$ cat src/logic/mps_pkg.sv
package mps_pkg;

	////////////////////////////////////////////////////////////////////////////
	// ADC words and channels
	////////////////////////////////////////////////////////////////////////////
	localparam int ADC_WIDTH     = 32;				// ADC and register width
	localparam int ADC_CHANNELS  = 10;
	localparam int ADC_SEL_WIDTH = $clog2(ADC_CHANNELS);

	typedef logic [ADC_WIDTH-1:0] adc_word_t;		// Signed for the RMS units

	// Channel order of the capture array
	typedef enum logic [ADC_SEL_WIDTH-1:0] {
		CH_C         = 0,						// Load current
		CH_V         = 1,						// Load voltage
		CH_DC_V      = 2,
		CH_PHASE_R   = 3,
		CH_PHASE_S   = 4,
		CH_PHASE_T   = 5,
		CH_DC_C      = 6,
		CH_IGBT_T    = 7,
		CH_IN_IND_T  = 8,						// Input inductor temp
		CH_OUT_IND_T = 9						// Output inductor temp
	} adc_chan_e;

	////////////////////////////////////////////////////////////////////////////
	// AXI4-Lite register map
	////////////////////////////////////////////////////////////////////////////
	localparam int AXI_ADDR_NUM    = 128;
	localparam int AXI_INDEX_WIDTH = $clog2(AXI_ADDR_NUM);
	localparam int AXI_ADDR_WIDTH  = AXI_INDEX_WIDTH + 2;	// Byte address
	localparam int AXI_STRB_WIDTH  = ADC_WIDTH / 8;

	localparam logic [1:0] AXI_RESP_OKAY = 2'b00;

	typedef enum logic [AXI_INDEX_WIDTH-1:0] {
		REG_SET_C    = 0,						// Read/write
		REG_SET_V    = 1,
		REG_ADC_BASE = 16,						// 16..25 held ADC words
		REG_RMS_R    = 32,
		REG_RMS_S    = 33,
		REG_RMS_T    = 34
	} reg_index_e;

	////////////////////////////////////////////////////////////////////////////
	// Phase RMS
	////////////////////////////////////////////////////////////////////////////
	localparam int RMS_WINDOW_LOG2 = 6;			// 64 samples per window
	localparam int RMS_SUM_WIDTH   = 70;
	localparam int RMS_MEAN_WIDTH  = 64;
	localparam int RMS_ROOT_WIDTH  = RMS_MEAN_WIDTH / 2;
	localparam int RMS_REM_WIDTH   = RMS_ROOT_WIDTH + 4;

	typedef enum logic [1:0] {RMS_IDLE, RMS_ROOT, RMS_DONE} rms_state_e;

endpackage

$ cat src/logic/adc_capture.sv
`timescale 1ns/100ps

module adc_capture
	import mps_pkg::*;
(
	input  logic                    s00_axi_aclk,
	input  logic                    s00_axi_aresetn,

	input  adc_word_t               i_adc_tdata [ADC_CHANNELS],
	input  logic [ADC_CHANNELS-1:0] i_adc_tvalid,

	output adc_word_t               o_adc_data [ADC_CHANNELS],
	output logic [ADC_CHANNELS-1:0] o_sample_strobe		// Same cycle as new word
);

	// Hold register per channel, reloaded on its tvalid
	always_ff @(posedge s00_axi_aclk or negedge s00_axi_aresetn)
	begin
		if (!s00_axi_aresetn)
		begin
			for (int ch = 0; ch < ADC_CHANNELS; ch++)
			begin
				o_adc_data[ch] <= '0;
			end
		end
		else
		begin
			for (int ch = 0; ch < ADC_CHANNELS; ch++)
			begin
				if (i_adc_tvalid[ch])
					o_adc_data[ch] <= i_adc_tdata[ch];
			end
		end
	end

	// Strobe marks the cycle the held word changes
	always_ff @(posedge s00_axi_aclk or negedge s00_axi_aresetn)
	begin
		if (!s00_axi_aresetn)
			o_sample_strobe <= '0;
		else
			o_sample_strobe <= i_adc_tvalid;
	end

endmodule

$ cat config.mk
export PLATFORM = sky130hd
export DESIGN_NAME = adc_capture
export DESIGN_NICKNAME = d
export VERILOG_FILES = /design/src/logic/mps_pkg.sv /design/src/logic/adc_capture.sv
export SDC_FILE = /design/constraint.sdc
export NUM_CORES = 1
export LEC_CHECK = 0
export BUFFER_PORTS_ARGS = -buffer_cell sky130_fd_sc_hd__buf_2
export CAP_MARGIN = 20
export CORE_AREA = 2 2 260 262
export CTS_CLUSTER_DIAMETER = 200
export DETAILED_ROUTE_END_ITERATION = 8
export DIE_AREA = 0 0 262 264
export GPL_TIMING_DRIVEN = 0
export SYNTH_ARGS = -nofsm -noshare
export SYNTH_HDL_FRONTEND = slang
export SYNTH_SLANG_ARGS = --single-unit
$ cat constraint.sdc
create_clock -name s00_axi_aclk -period 1.5 [get_ports s00_axi_aclk]
set_input_delay 0.3 -clock s00_axi_aclk [delete_from_list [all_inputs] [get_ports s00_axi_aclk]]
set_output_delay 0.3 -clock s00_axi_aclk [all_outputs]
set_load 0.1 [all_outputs]
Word-level counts from Yosys, hierarchy flattened
Index checks and enable logic that the tools add are counted.

Flip-flop bits (word level): 330. Bits in latches: 0. RAM bits: 0. ROM bits: 0. Input port bits: 332. Word-level logic and storage cells: 11. Memories kept: 0.

Add/subtract/negate cells: 0. $mul: 0. Div/mod/pow operators: 0. $lt $le $gt $ge: 0. Equal/unequal tests: 0. Shift operators: 0. Multiplexer cells: 0. Bitwise logic cells: 0. Reduce and logical (&&, ||, !) cells: 0.

Logic depth before layout (Yosys ltp)
Depth after elaboration: 0. Mapped depth: 3. Gate-level depth less buffers: 1.

Worst setup path before layout
No wires, ideal clock.

Path type: reg-to-reg. From: register, netlist name o_adc_data[181]. To: register o_adc_data[181] in the netlist's numbering. Data arrival time: 1132 ps. Setup slack: 242 ps. Cell stages (with the launch flop): 2. Period minus slack after synthesis: 1258 ps. Cell sequence: dfrtp_1 mux2_4.

RTL lines: to (signal, indexed assignment) (line adc_capture.sv:31) `o_adc_data[ch] <= i_adc_tdata[ch];`; to (decl) (line adc_capture.sv:12) `output adc_word_t o_adc_data [ADC_CHANNELS],`.

Final worst setup path
From: register o_adc_data[267] in the netlist's numbering. To: output o_adc_data[267] in the netlist's numbering.

No word-level cell between the ends.

==> results.toml <==
[cells_and_area]
area_growth_pct = 96.3
final_core_utilization = 0.368
design_area_um2 = 24500
drive_gt1_frac = 0.630
nets = 2061

[clocking]
cts_root_buf = "clkbuf_16"
clk_path_buf_depth = 3
clock_latency_ns = 0.54
cts_tree = "done"
cts_hold_buf = 324
clk_pin_slew_ns = 0.06
numCtsBuffers = 38
htree_levels = 2
clkSinkCount = 330

[placed_design]
place_area_um2 = 17000
gp_congestion = 0.866
portBuffers = 661
dp_slack_ns = -0.0706
dp_hpwl_mm = 29.3

[pwr]
peakVddDrop_v = 0.000956
power.density_nw_per_um2 = 1310
power.leakage_nw = 11.2

[drt]
vias_per_cell = 3.83
wl_per_cell_um = 17.3
via_count = 10071
drtAntennaViolNets = 0
wl_mm = 45.5
first_pass_iters = 4
drt-initial-drc-count = 336
drc = 0

[global_route]
grt_pass1_wl_mm = 65.9
first_global_vias = 11531
grt_overflow_total = 0
grt_usage = 0.123
antenna_found_initial = 3
grt_max_degree = 113

[floorplan]
die_x_um = 262
die-area_um2 = 69200
coreArea_um2 = 66600
rows = 95
initial_core_util = 0.188
die_h_um = 264
ios = 662

[timing]
period_share = 0.990
final-max-slew-violation-count = 0
finClkSkew_ns = 0
fin_ws_ns = 0.0154
worst_hold_slack_ns = -0.153
setup_tns_ns = 0
final-hold-violation-count = 110
maxSlewHeadroom = 0.416
fmax_ghz = 0.674
setup-violations-final = 0
worstMarginPinSlew_ns = 0.876
rsz0062_at_grt = "true"
finalCriticalPeriod_ns = 1.48

[yosys]
ys_seq_elements = 330
synth_cell_type_count = 4
netlist_instances = 690
ys_seq_area_frac = 0.661
synthTopCellsByArea = "dfrtp_1 66%, mux2_2 24%, mux2_4 5.9%"
synth.avg_cell_area_um2 = 18.1
yosys_warnings = 0
netlist_area_um2 = 12500
syn_nets = 1022
yosys.area.top_type = "dfrtp_1"
synth_top_area_frac = 0.661

[worst_setup_path]
crit_buf_inv = 1
max_stage_delay_ns = 0.46
cp-end-kind = "output port"
path_class = "reg -> out"
cp-start-kind = "register"
path_cells = "buf_12"
crit_arrival_ns = 1.18
worstPathMaxFanout = 2
crit_family = "flip-flops"
slowest_stage = "dfrtp_2"
required_ns = 1.20

[status]
outcome = "finished, violations left"
failed_checks = "negative hold slack"

[run]
drv_cap = 0

[min_path]
hold_class = "in -> async"
[cell usage in the layout, fill, tap and decap left out]
cell type / instances
buf_12: 76
buf_16: 2
buf_2: 330
buf_4: 14
buf_6: 231
buf_8: 62
bufinv_16: 1
clkbuf_1: 9
clkbuf_16: 41
clkbuf_8: 9
clkinv_2: 5
clkinv_4: 1
clkinvlp_4: 1
dfrtp_1: 316
dfrtp_2: 14
diode_2: 3
dlygate4sd3_1: 324
mux2_2: 271
mux2_4: 49
[Yosys cell counts (all sizes together)]
| master | number |
|---|---|
| mux2 | 320 |
| dfrtp | 330 |
| buf | 40 |
[flip-flops by register name (all words and copies together), names as in the netlist]
register         flops
o_sample_strobe     10
o_adc_data         320
[area by class of cell]
| cell class | count | area [µm²] |
|---|---|---|
| clock buffer | 59 | 1180 |
| clock inverter | 8 | 71.3 |
| fill | 6029 | 42000 |
| buffer | 40 | 450 |
| multi-input combinational | 320 | 3790 |
| sequential | 330 | 8280 |
| antenna | 3 | 7.51 |
| timing repair buffer | 999 | 9660 |
| tap | 873 | 1090 |
[worst paths after layout]
check                                            start                          end  slack (ns)  cells after the start
min reg2reg                 o_adc_data[86]$_DFFE_PN0P_   o_adc_data[86]$_DFFE_PN0P_        0.53                      1
min                                    s00_axi_aresetn  o_adc_data[212]$_DFFE_PN0P_       -0.15                      1
max                        o_adc_data[267]$_DFFE_PN0P_              o_adc_data[267]        0.02                      1
min in group s00_axi_aclk             i_adc_tdata[188]  o_adc_data[188]$_DFFE_PN0P_        0.05                      2
max in group asynchronous              s00_axi_aresetn  o_adc_data[317]$_DFFE_PN0P_        0.49                      2
max reg2reg                o_adc_data[230]$_DFFE_PN0P_  o_adc_data[230]$_DFFE_PN0P_        0.53                      2
[metrics by stage]
step                      cells  total power [mW]
after floorplan             690              18.1
final                      2632              32.1
after global placement     2224              20.1
after detailed placement   2226              20.2
after global routing       2632              33.3
after CTS                  2621              32.0
[what timing repair did]
item	in CTS	in global routing
endpoints found under the setup margin	330	123
setup buffers	4	8
resized for setup	748	137
gates cloned	0	0
endpoints found under the hold margin	434	110
[routing by layer]
| layer | vias up | track usage | part of all wire |
|---|---|---|---|
| met5 | - | 0 | 0 |
| li1 | 4512 | - | - |
| met1 | 5002 | 0.123 | 0.35 |
| met4 | 0 | 0.0608 | 0.047 |
| met2 | 433 | 0.228 | 0.53 |
| met3 | 124 | 0.0381 | 0.081 |
[cells by family (layout without fill, tap and decap cells)]
family,count (synthesis),after routing,synth area share
DFF,330,330,0.661
muxes,320,320,0.303
buffers and inverters,40,1106,0.0360
other,0,3,0
[power by group]
group | internal, mW | switching [mW] | leakage (nW)
Combinational | 4.04 | 8.14 | 6.78
Sequential | 9.80 | 0.824 | 3.84
Clock | 5.59 | 3.72 | 0.619
Total | 19.4 | 12.7 | 11.2
Power figures use the tool's default switching activity.
