==> src/logic/mps_pkg.sv <==
package mps_pkg;

	////////////////////////////////////////////////////////////////////////////
	// ADC words and channels
	////////////////////////////////////////////////////////////////////////////
	localparam int ADC_WIDTH     = 32;				// ADC and register width
	localparam int ADC_CHANNELS  = 10;
	localparam int ADC_SEL_WIDTH = $clog2(ADC_CHANNELS);

	typedef logic [ADC_WIDTH-1:0] adc_word_t;		// Signed for the RMS units

	// Channel order of the capture array
	typedef enum logic [ADC_SEL_WIDTH-1:0] {
		CH_C         = 0,						// Load current
		CH_V         = 1,						// Load voltage
		CH_DC_V      = 2,
		CH_PHASE_R   = 3,
		CH_PHASE_S   = 4,
		CH_PHASE_T   = 5,
		CH_DC_C      = 6,
		CH_IGBT_T    = 7,
		CH_IN_IND_T  = 8,						// Input inductor temp
		CH_OUT_IND_T = 9						// Output inductor temp
	} adc_chan_e;

	////////////////////////////////////////////////////////////////////////////
	// AXI4-Lite register map
	////////////////////////////////////////////////////////////////////////////
	localparam int AXI_ADDR_NUM    = 128;
	localparam int AXI_INDEX_WIDTH = $clog2(AXI_ADDR_NUM);
	localparam int AXI_ADDR_WIDTH  = AXI_INDEX_WIDTH + 2;	// Byte address
	localparam int AXI_STRB_WIDTH  = ADC_WIDTH / 8;

	localparam logic [1:0] AXI_RESP_OKAY = 2'b00;

	typedef enum logic [AXI_INDEX_WIDTH-1:0] {
		REG_SET_C    = 0,						// Read/write
		REG_SET_V    = 1,
		REG_ADC_BASE = 16,						// 16..25 held ADC words
		REG_RMS_R    = 32,
		REG_RMS_S    = 33,
		REG_RMS_T    = 34
	} reg_index_e;

	////////////////////////////////////////////////////////////////////////////
	// Phase RMS
	////////////////////////////////////////////////////////////////////////////
	localparam int RMS_WINDOW_LOG2 = 6;			// 64 samples per window
	localparam int RMS_SUM_WIDTH   = 70;
	localparam int RMS_MEAN_WIDTH  = 64;
	localparam int RMS_ROOT_WIDTH  = RMS_MEAN_WIDTH / 2;
	localparam int RMS_REM_WIDTH   = RMS_ROOT_WIDTH + 4;

	typedef enum logic [1:0] {RMS_IDLE, RMS_ROOT, RMS_DONE} rms_state_e;

endpackage

==> src/logic/axi_lite_regs.sv <==
`timescale 1ns/100ps

module axi_lite_regs
	import mps_pkg::*;
(
	input  logic                      s00_axi_aclk,
	input  logic                      s00_axi_aresetn,

	input  adc_word_t                 i_adc_data [ADC_CHANNELS],
	input  adc_word_t                 i_rms_r,
	input  adc_word_t                 i_rms_s,
	input  adc_word_t                 i_rms_t,

	output adc_word_t                 o_set_c,
	output adc_word_t                 o_set_v,

	input  logic [AXI_ADDR_WIDTH-1:0] i_s00_axi_awaddr,
	input  logic [2:0]                i_s00_axi_awprot,	// Not used
	input  logic                      i_s00_axi_awvalid,
	output logic                      o_s00_axi_awready,
	input  adc_word_t                 i_s00_axi_wdata,
	input  logic [AXI_STRB_WIDTH-1:0] i_s00_axi_wstrb,
	input  logic                      i_s00_axi_wvalid,
	output logic                      o_s00_axi_wready,
	output logic [1:0]                o_s00_axi_bresp,
	output logic                      o_s00_axi_bvalid,
	input  logic                      i_s00_axi_bready,
	input  logic [AXI_ADDR_WIDTH-1:0] i_s00_axi_araddr,
	input  logic [2:0]                i_s00_axi_arprot,	// Not used
	input  logic                      i_s00_axi_arvalid,
	output logic                      o_s00_axi_arready,
	output adc_word_t                 o_s00_axi_rdata,
	output logic [1:0]                o_s00_axi_rresp,
	output logic                      o_s00_axi_rvalid,
	input  logic                      i_s00_axi_rready
);

	logic                       wr_ready;		// Shared AWREADY/WREADY
	logic                       wr_en;
	reg_index_e                 wr_index;
	logic                       rd_ready;
	logic                       rd_en;
	reg_index_e                 rd_index;
	logic [AXI_INDEX_WIDTH-1:0] adc_off;
	adc_chan_e                  adc_sel;
	adc_word_t                  rd_mux;

	////////////////////////////////////////////////////////////////////////////
	// Write channel
	////////////////////////////////////////////////////////////////////////////
	assign wr_en    = wr_ready && i_s00_axi_awvalid && i_s00_axi_wvalid;
	assign wr_index = reg_index_e'(i_s00_axi_awaddr[AXI_ADDR_WIDTH-1:2]);	// Word index

	always_ff @(posedge s00_axi_aclk or negedge s00_axi_aresetn)
	begin
		if (!s00_axi_aresetn)
		begin
			wr_ready         <= 1'b0;
			o_s00_axi_bvalid <= 1'b0;
		end
		else
		begin
			// Single cycle ready, blocked while a response is pending
			wr_ready <= i_s00_axi_awvalid && i_s00_axi_wvalid && !wr_ready && !o_s00_axi_bvalid;
			if (wr_en)
				o_s00_axi_bvalid <= 1'b1;
			else if (i_s00_axi_bready)
				o_s00_axi_bvalid <= 1'b0;
		end
	end

	// Set-points, byte lanes under WSTRB
	always_ff @(posedge s00_axi_aclk or negedge s00_axi_aresetn)
	begin
		if (!s00_axi_aresetn)
		begin
			o_set_c <= '0;
			o_set_v <= '0;
		end
		else if (wr_en)
		begin
			for (int b = 0; b < AXI_STRB_WIDTH; b++)
			begin
				if (i_s00_axi_wstrb[b] && wr_index == REG_SET_C)
					o_set_c[b*8 +: 8] <= i_s00_axi_wdata[b*8 +: 8];
				if (i_s00_axi_wstrb[b] && wr_index == REG_SET_V)
					o_set_v[b*8 +: 8] <= i_s00_axi_wdata[b*8 +: 8];
			end
		end
	end

	assign o_s00_axi_awready = wr_ready;
	assign o_s00_axi_wready  = wr_ready;
	assign o_s00_axi_bresp   = AXI_RESP_OKAY;

	////////////////////////////////////////////////////////////////////////////
	// Read channel
	////////////////////////////////////////////////////////////////////////////
	assign rd_en    = rd_ready && i_s00_axi_arvalid;
	assign rd_index = reg_index_e'(i_s00_axi_araddr[AXI_ADDR_WIDTH-1:2]);
	assign adc_off  = rd_index - REG_ADC_BASE;
	assign adc_sel  = adc_chan_e'(adc_off[ADC_SEL_WIDTH-1:0]);

	always_comb
	begin
		rd_mux = '0;								// Unmapped reads zero
		case (rd_index)
			REG_SET_C: rd_mux = o_set_c;
			REG_SET_V: rd_mux = o_set_v;
			REG_RMS_R: rd_mux = i_rms_r;
			REG_RMS_S: rd_mux = i_rms_s;
			REG_RMS_T: rd_mux = i_rms_t;
			default:
			begin
				if (rd_index >= REG_ADC_BASE && adc_off < AXI_INDEX_WIDTH'(ADC_CHANNELS))
					rd_mux = i_adc_data[adc_sel];
			end
		endcase
	end

	always_ff @(posedge s00_axi_aclk or negedge s00_axi_aresetn)
	begin
		if (!s00_axi_aresetn)
		begin
			rd_ready         <= 1'b0;
			o_s00_axi_rvalid <= 1'b0;
		end
		else
		begin
			rd_ready <= i_s00_axi_arvalid && !rd_ready && !o_s00_axi_rvalid;
			if (rd_en)
				o_s00_axi_rvalid <= 1'b1;
			else if (i_s00_axi_rready)
				o_s00_axi_rvalid <= 1'b0;
		end
	end

	// Data held until RREADY since no new read is taken meanwhile
	always_ff @(posedge s00_axi_aclk)
	begin
		if (rd_en)
			o_s00_axi_rdata <= rd_mux;
	end

	assign o_s00_axi_arready = rd_ready;
	assign o_s00_axi_rresp   = AXI_RESP_OKAY;

endmodule

==> config.mk <==
export PLATFORM = sky130hd
export DESIGN_NAME = axi_lite_regs
export DESIGN_NICKNAME = d
export VERILOG_FILES = /design/src/logic/mps_pkg.sv /design/src/logic/axi_lite_regs.sv
export SDC_FILE = /design/constraint.sdc
export NUM_CORES = 1
export LEC_CHECK = 0
export ABC_AREA = 1
export BUFFER_PORTS_ARGS = -buffer_cell sky130_fd_sc_hd__buf_4
export CAP_MARGIN = 10
export CORE_AREA = 2 2 230 232
export DETAILED_ROUTE_END_ITERATION = 6
export DIE_AREA = 0 0 232 234
export PLACE_DENSITY = 0.42
export SLEW_MARGIN = 20
export SYNTH_ARGS = -nofsm -noshare
export SYNTH_HDL_FRONTEND = slang
export SYNTH_SLANG_ARGS = --single-unit
==> constraint.sdc <==
create_clock -name s00_axi_aclk -period 1.55 [get_ports s00_axi_aclk]
set_input_delay 0.0775 -clock s00_axi_aclk [delete_from_list [all_inputs] [get_ports s00_axi_aclk]]
set_output_delay 0.0775 -clock s00_axi_aclk [all_outputs]
set_load 0.02 [all_outputs]
Word level (Yosys, flattened, before mapping)
Cells that the tools add are included.
{"block": "op_classes", "n_addsub": 1, "muxes": 9, "reduce_logical": 33, "magnitude_cmp": 3, "eq_ne": 5, "n_bitwise": 1}
{"op": "32-bit case mux with 5 select lines", "n": 1}
{"op": "32-bit binary-select mux with 4-bit select", "n": 1}
{"op": "32-bit two-way mux", "n": 3}
{"op": "7-bit by 6-bit == test with 1-bit output, second input constant", "n": 3}
{"op": "1-bit logical AND", "n": 17}
{"op": "2-bit AND reduction", "n": 8}
{"op": "7-bit by 1-bit == test with 1-bit output, second input constant", "n": 2}
{"op": "7-bit zero test", "n": 2}
{"op": "7-bit by 5-bit >= comparator with 1-bit output, second input constant", "n": 1}
{"op": "7-bit by 4-bit < comparator with 1-bit output, second input constant", "n": 1}
{"op": "7-bit by 5-bit subtractor with 7-bit output, second input constant", "n": 1}
{"op": "5-bit >= comparator, second input constant", "n": 1}
{"op": "4-bit NOT with 5-bit output", "n": 1}
{"op": "1-bit zero test", "n": 4}
{"op": "1-bit two-way mux", "n": 4}
{"op": "2-bit nonzero test", "n": 2}
{"block": "word_totals", "reg_bits": 100, "in_bits": 483, "wordCells": 65, "output_inout_bits": 105}

Longest topological paths before layout
{"block": "logic_depth", "word_depth": 7, "mapped_depth": 12, "depth_no_buf": 10}

Worst setup path before layout
Ideal clock, no wire load.
{"block": "synth_timing", "path_type": "flip-flop to flip-flop", "start": "reg rd_ready (netlist: o_s00_axi_arready)", "end": "reg o_s00_axi_rdata[0], enable pin", "setup_slack_ps": -21, "arrival_ps": 1184, "stages_incl_launch_ff": 3, "setup_time_ps": 387, "required_ps": 1163, "period_less_slack_ps": 1571, "n_path_buf": 0, "cell_sequence": "dfrtp_1 nand2_1 inv_1"}
{"block": "synth_between", "elab_chain_cells": 1}
{"element": "from (decl)", "line_no": "axi_lite_regs.sv:41", "text": "logic rd_ready;"}
{"element": "from (signal assigned)", "line_no": "axi_lite_regs.sv:130", "text": "rd_ready <= i_s00_axi_arvalid && !rd_ready && !o_s00_axi_rvalid;"}
{"element": "1-bit logical AND", "line_no": "axi_lite_regs.sv:99", "text": "assign rd_en = rd_ready && i_s00_axi_arvalid;"}
{"element": "named net rd_en", "line_no": "axi_lite_regs.sv:42", "text": "logic rd_en;"}
{"element": "to (signal assigned)", "line_no": "axi_lite_regs.sv:142", "text": "o_s00_axi_rdata <= rd_mux;"}
{"element": "to (decl)", "line_no": "axi_lite_regs.sv:32", "text": "output adc_word_t o_s00_axi_rdata,"}
The timed path passes the listed nets, and every way through them passes these cells.
A chain may end at the register's enable or synchronous reset.

Worst setup path in the final report
{"block": "layout_timing", "start": "in i_s00_axi_araddr[2]", "end": "reg o_s00_axi_rdata[14], data pin"}
{"block": "layout_between", "elab_chain_cells": 7, "word_cells_on_any_way": 15, "cone_classes": "add/sub: 1; order compare: 2; eq/ne: 4; mux: 5; bitwise: 1; reduce/logical: 2"}
{"element": "from (decl)", "line_no": "axi_lite_regs.sv:28", "text": "input logic [AXI_ADDR_WIDTH-1:0] i_s00_axi_araddr,"}
{"element": "7-bit by 5-bit subtractor with 7-bit output", "line_no": "axi_lite_regs.sv:101", "text": "assign adc_off = rd_index - REG_ADC_BASE;"}
{"element": "4-bit NOT with 5-bit output (implied by the code)", "line_no": "axi_lite_regs.sv:116", "text": "rd_mux = i_adc_data[adc_sel];"}
{"element": "32-bit binary-select mux with 4-bit select", "line_no": "axi_lite_regs.sv:116"}
{"element": "32-bit two-way mux (implied by the code) (2 in series)", "line_no": "axi_lite_regs.sv:116"}
{"element": "32-bit two-way mux", "line_no": "axi_lite_regs.sv:115", "text": "if (rd_index >= REG_ADC_BASE && adc_off < AXI_INDEX_WIDTH'(ADC_CHANNELS))"}
{"element": "32-bit case mux with 5 select lines (*)", "line_no": "axi_lite_regs.sv:107", "text": "case (rd_index)"}
{"element": "named net rd_mux[14]", "line_no": "axi_lite_regs.sv:46", "text": "adc_word_t rd_mux;"}
The timed path passes the listed nets; every way through them passes the cells marked *. The select of a mux whose other input is x is not followed.

==> flow_metrics.env <==
export IMPL_status="complete, no violations"
export IMPL_via_count=13348
export IMPL_startpoint_type="input pin"
export IMPL_synth_flop_cell="dfrtp_1"
export IMPL_syn_area_per_cell_sq_um=5.43
export IMPL_cp_slowest_cell="nor2_1"
export IMPL_min_path_type="input pin to flop"
export IMPL_start_util_pct=18.4
export IMPL_syn_to_final_growth_pct=70.3
export IMPL_cts_buffer_depth=2
export IMPL_power_density_mw_per_mm2=505
export IMPL_layout_common_cells="nand2_1 (834), buf_4 (682), inv_1 (216)"
export IMPL_path_max_fanout=19
export IMPL_ir_drop_v=0.000561
export IMPL_critPathBufInv=4
export IMPL_clkSlewWorstSetupHoldPaths_ps=80
export IMPL_drt_pass1_iter_count=5
export IMPL_cts_made_buffers=9
export IMPL_crit_type="input pin to flop"
export IMPL_h_tree_depth=3
export IMPL_ys_seq_elements=100
export IMPL_required_ps=1790
export IMPL_fillerInstances=5859
export IMPL_hpwlAfterDp_um=51400
export IMPL_synth_edf_count=32
export IMPL_grt_pass1_vias=13251
export IMPL_insertion_delay_ps=370
export IMPL_nets=2895
export IMPL_ant_nets=0
export IMPL_grt_overflow=0
export IMPL_totalPowerFinal_mw=8.22
export IMPL_layout_min_cycle_time_ps=1490
export IMPL_cp_top_family="simple AND/OR/NAND/NOR gates"
export IMPL_utilization_pct=31.3
export IMPL_critPathMaxStageDelay_ps=350
export IMPL_fin_hold_ws_ps=92.2
export IMPL_syn_cell_area_sq_mm=0.00955
export IMPL_vias_per_cell=4.30
export IMPL_netlist_instances=1758
export IMPL_crit_chain="buf_4 > inv_4 > buf_4 > buf_4 > nand2_1 > nand3_1 > nand2_1 > nand2_1 > nand2_1 > nor2_1 > nand2_1 > nand2_1"
export IMPL_cap_violations=0
export IMPL_core_rowCount=84
export IMPL_antenna_found_initial=4
export IMPL_io_buffers=573
export IMPL_async_reset_ff_share_pct=68.0
export IMPL_die_area_sq_mm=0.0543
export IMPL_drive_gt1_share_pct=31.3
export IMPL_ys_seq_area_share_pct=27.9
export IMPL_cts_tree="yes"
export IMPL_period_share_pct=95.8
export IMPL_core_area_sq_mm=0.0520
export IMPL_cts_root_buf="clkbuf_16"
export IMPL_grt_pass1_wl_um=85900
export IMPL_io_pins=588
export IMPL_cp_arrival_ps=1730
export IMPL_hold_violations=0
export IMPL_p_leak_nw=9.54
export IMPL_drt_iter0_drc=941
export IMPL_totalWireLength_um=60700
export IMPL_grt_start_max_net_pins=49
export IMPL_finClkSkew_ps=7.55
export IMPL_synth_cell_types=25
export IMPL_crit_path_end_kind="flop"
export IMPL_cp_common_cell="nand2_1"
export IMPL_final_common_cell="nand2_1"
export IMPL_drv_slew=0
export IMPL_dieWidth_um=232
export IMPL_cts_sinks=100
export IMPL_cts_setup_buffers=0
export IMPL_setup_viol=0
export IMPL_fmax_mhz=673
export IMPL_grt_setup_unrepaired="no"
export IMPL_gp_congestion=0.933
export IMPL_drc_errors=0
export IMPL_die_height_um=234
export IMPL_yosys_warnings=0
export IMPL_grt_util_all_layers_pct=21.6
export IMPL_wl_per_cell_um=19.6
## cells by family (layout without fill, tap and decap cells)
kind of cell	Yosys count	after routing	share of synthesized area (%)
compound gates	13	13	0.707
xor+xnor	1	1	0.0917
fa+ha+maj	3	3	0.393
buf+inv	329	982	14.2
flops	100	100	27.9
other cells	1	6	0.0393
simple gates	1311	1311	56.7
## path summary, 6_finish.rpt
| kind | slack [ps] | end | cells past startpoint | start |
|---|---|---|---|---|
| worst max-delay path | 60 | o_s00_axi_rdata[14] | 12 | i_s00_axi_araddr[2] |
| worst min-delay path | 90 | o_s00_axi_rdata[2] | 5 | i_rms_t[2] |
| worst max register to register | 110 | o_set_v[24] | 5 | o_s00_axi_awready |
| worst min register to register | 450 | o_s00_axi_arready | 1 | o_s00_axi_arready |
| max in group asynchronous | 880 | o_set_c[27] | 3 | s00_axi_aresetn |
| min in group asynchronous | 140 | o_s00_axi_bvalid | 2 | s00_axi_aresetn |
## stage by stage
stage          setup slack, ps  std cells  area (sq um)  TNS [ps]
2_1_floorplan             85.0       1761          9570         0
3_5_place_dp              -517       3046         15500     -8670
3_3_place_gp              -514       3046         15500     -8890
6_report                  64.8       3104         16300         0
5_1_grt                   29.1       3103         16300         0
4_1_cts                  -3.49       3101         16200     -3.49
## registers in the layout, indices dropped and copies added, names as in the netlist
signal and cells:
o_s00_axi_bvalid 1, o_set_v 32, o_set_c 32, o_s00_axi_arready 1
o_s00_axi_rdata 32, o_s00_axi_awready 1, o_s00_axi_rvalid 1
## tightest hold or removal path: stages
cell	delay [ps]
buf_4	80
inv_1	30
nor2_1	80
nor2_1	50
nand2_1	50
## cells in the mapped netlist, types with 3 or more instances
cell,number,area share [%]
buf_4,10,0.79
edfxtp_1,32,10
nand2_1,835,33
buf_2,63,3.3
nor3_1,11,0.58
o21ai_1,4,0.21
nor2_1,202,7.9
buf_1,14,0.55
nand4_1,80,5.2
ha_1,3,0.39
dfrtp_1,68,18
clkbuf_1,20,0.79
inv_2,4,0.16
nor2_2,6,0.39
nand3_1,170,8.9
nor3_2,4,0.42
o21ai_0,8,0.42
inv_1,217,8.5
## repair_timing
action                                  4_1_cts  5_1_grt
pin swaps                                     0        0
resized for setup                             6        9
cloned                                        0        1
endpoints found under the setup margin       13       62
endpoints found under the hold margin       136        0
hold buffers                                 39        0
## power by group
group          internal, mW  switching [mW]  total [mW]
clock network          1.19            1.13        2.32
registers              2.80          0.0424        2.84
logic                  1.47            1.59        3.06
total                  5.45            2.76        8.22
## layer usage
layer  vias to the layer above  part of all wire [%]  GRT usage, %
li1                       6688                     -             -
met1                      6057                    42          26.2
met2                       533                    48          38.0
met3                        68                   7.6          5.39
met4                         2                   2.6          5.87
met5                         -                 0.021             0
## final cells by class
cell class,count,area [sq um],area share [%]
clock inverter,4,31.3,0.192
inverter,221,836,5.14
antenna,2,5.00,0.0308
tap,688,861,5.29
multi-input combinational,1332,5630,34.6
timing repair buffer,745,5990,36.8
sequential,100,2660,16.4
clock buffer,12,256,1.58
No activity file was read; power rests on OpenSTA's default activity.
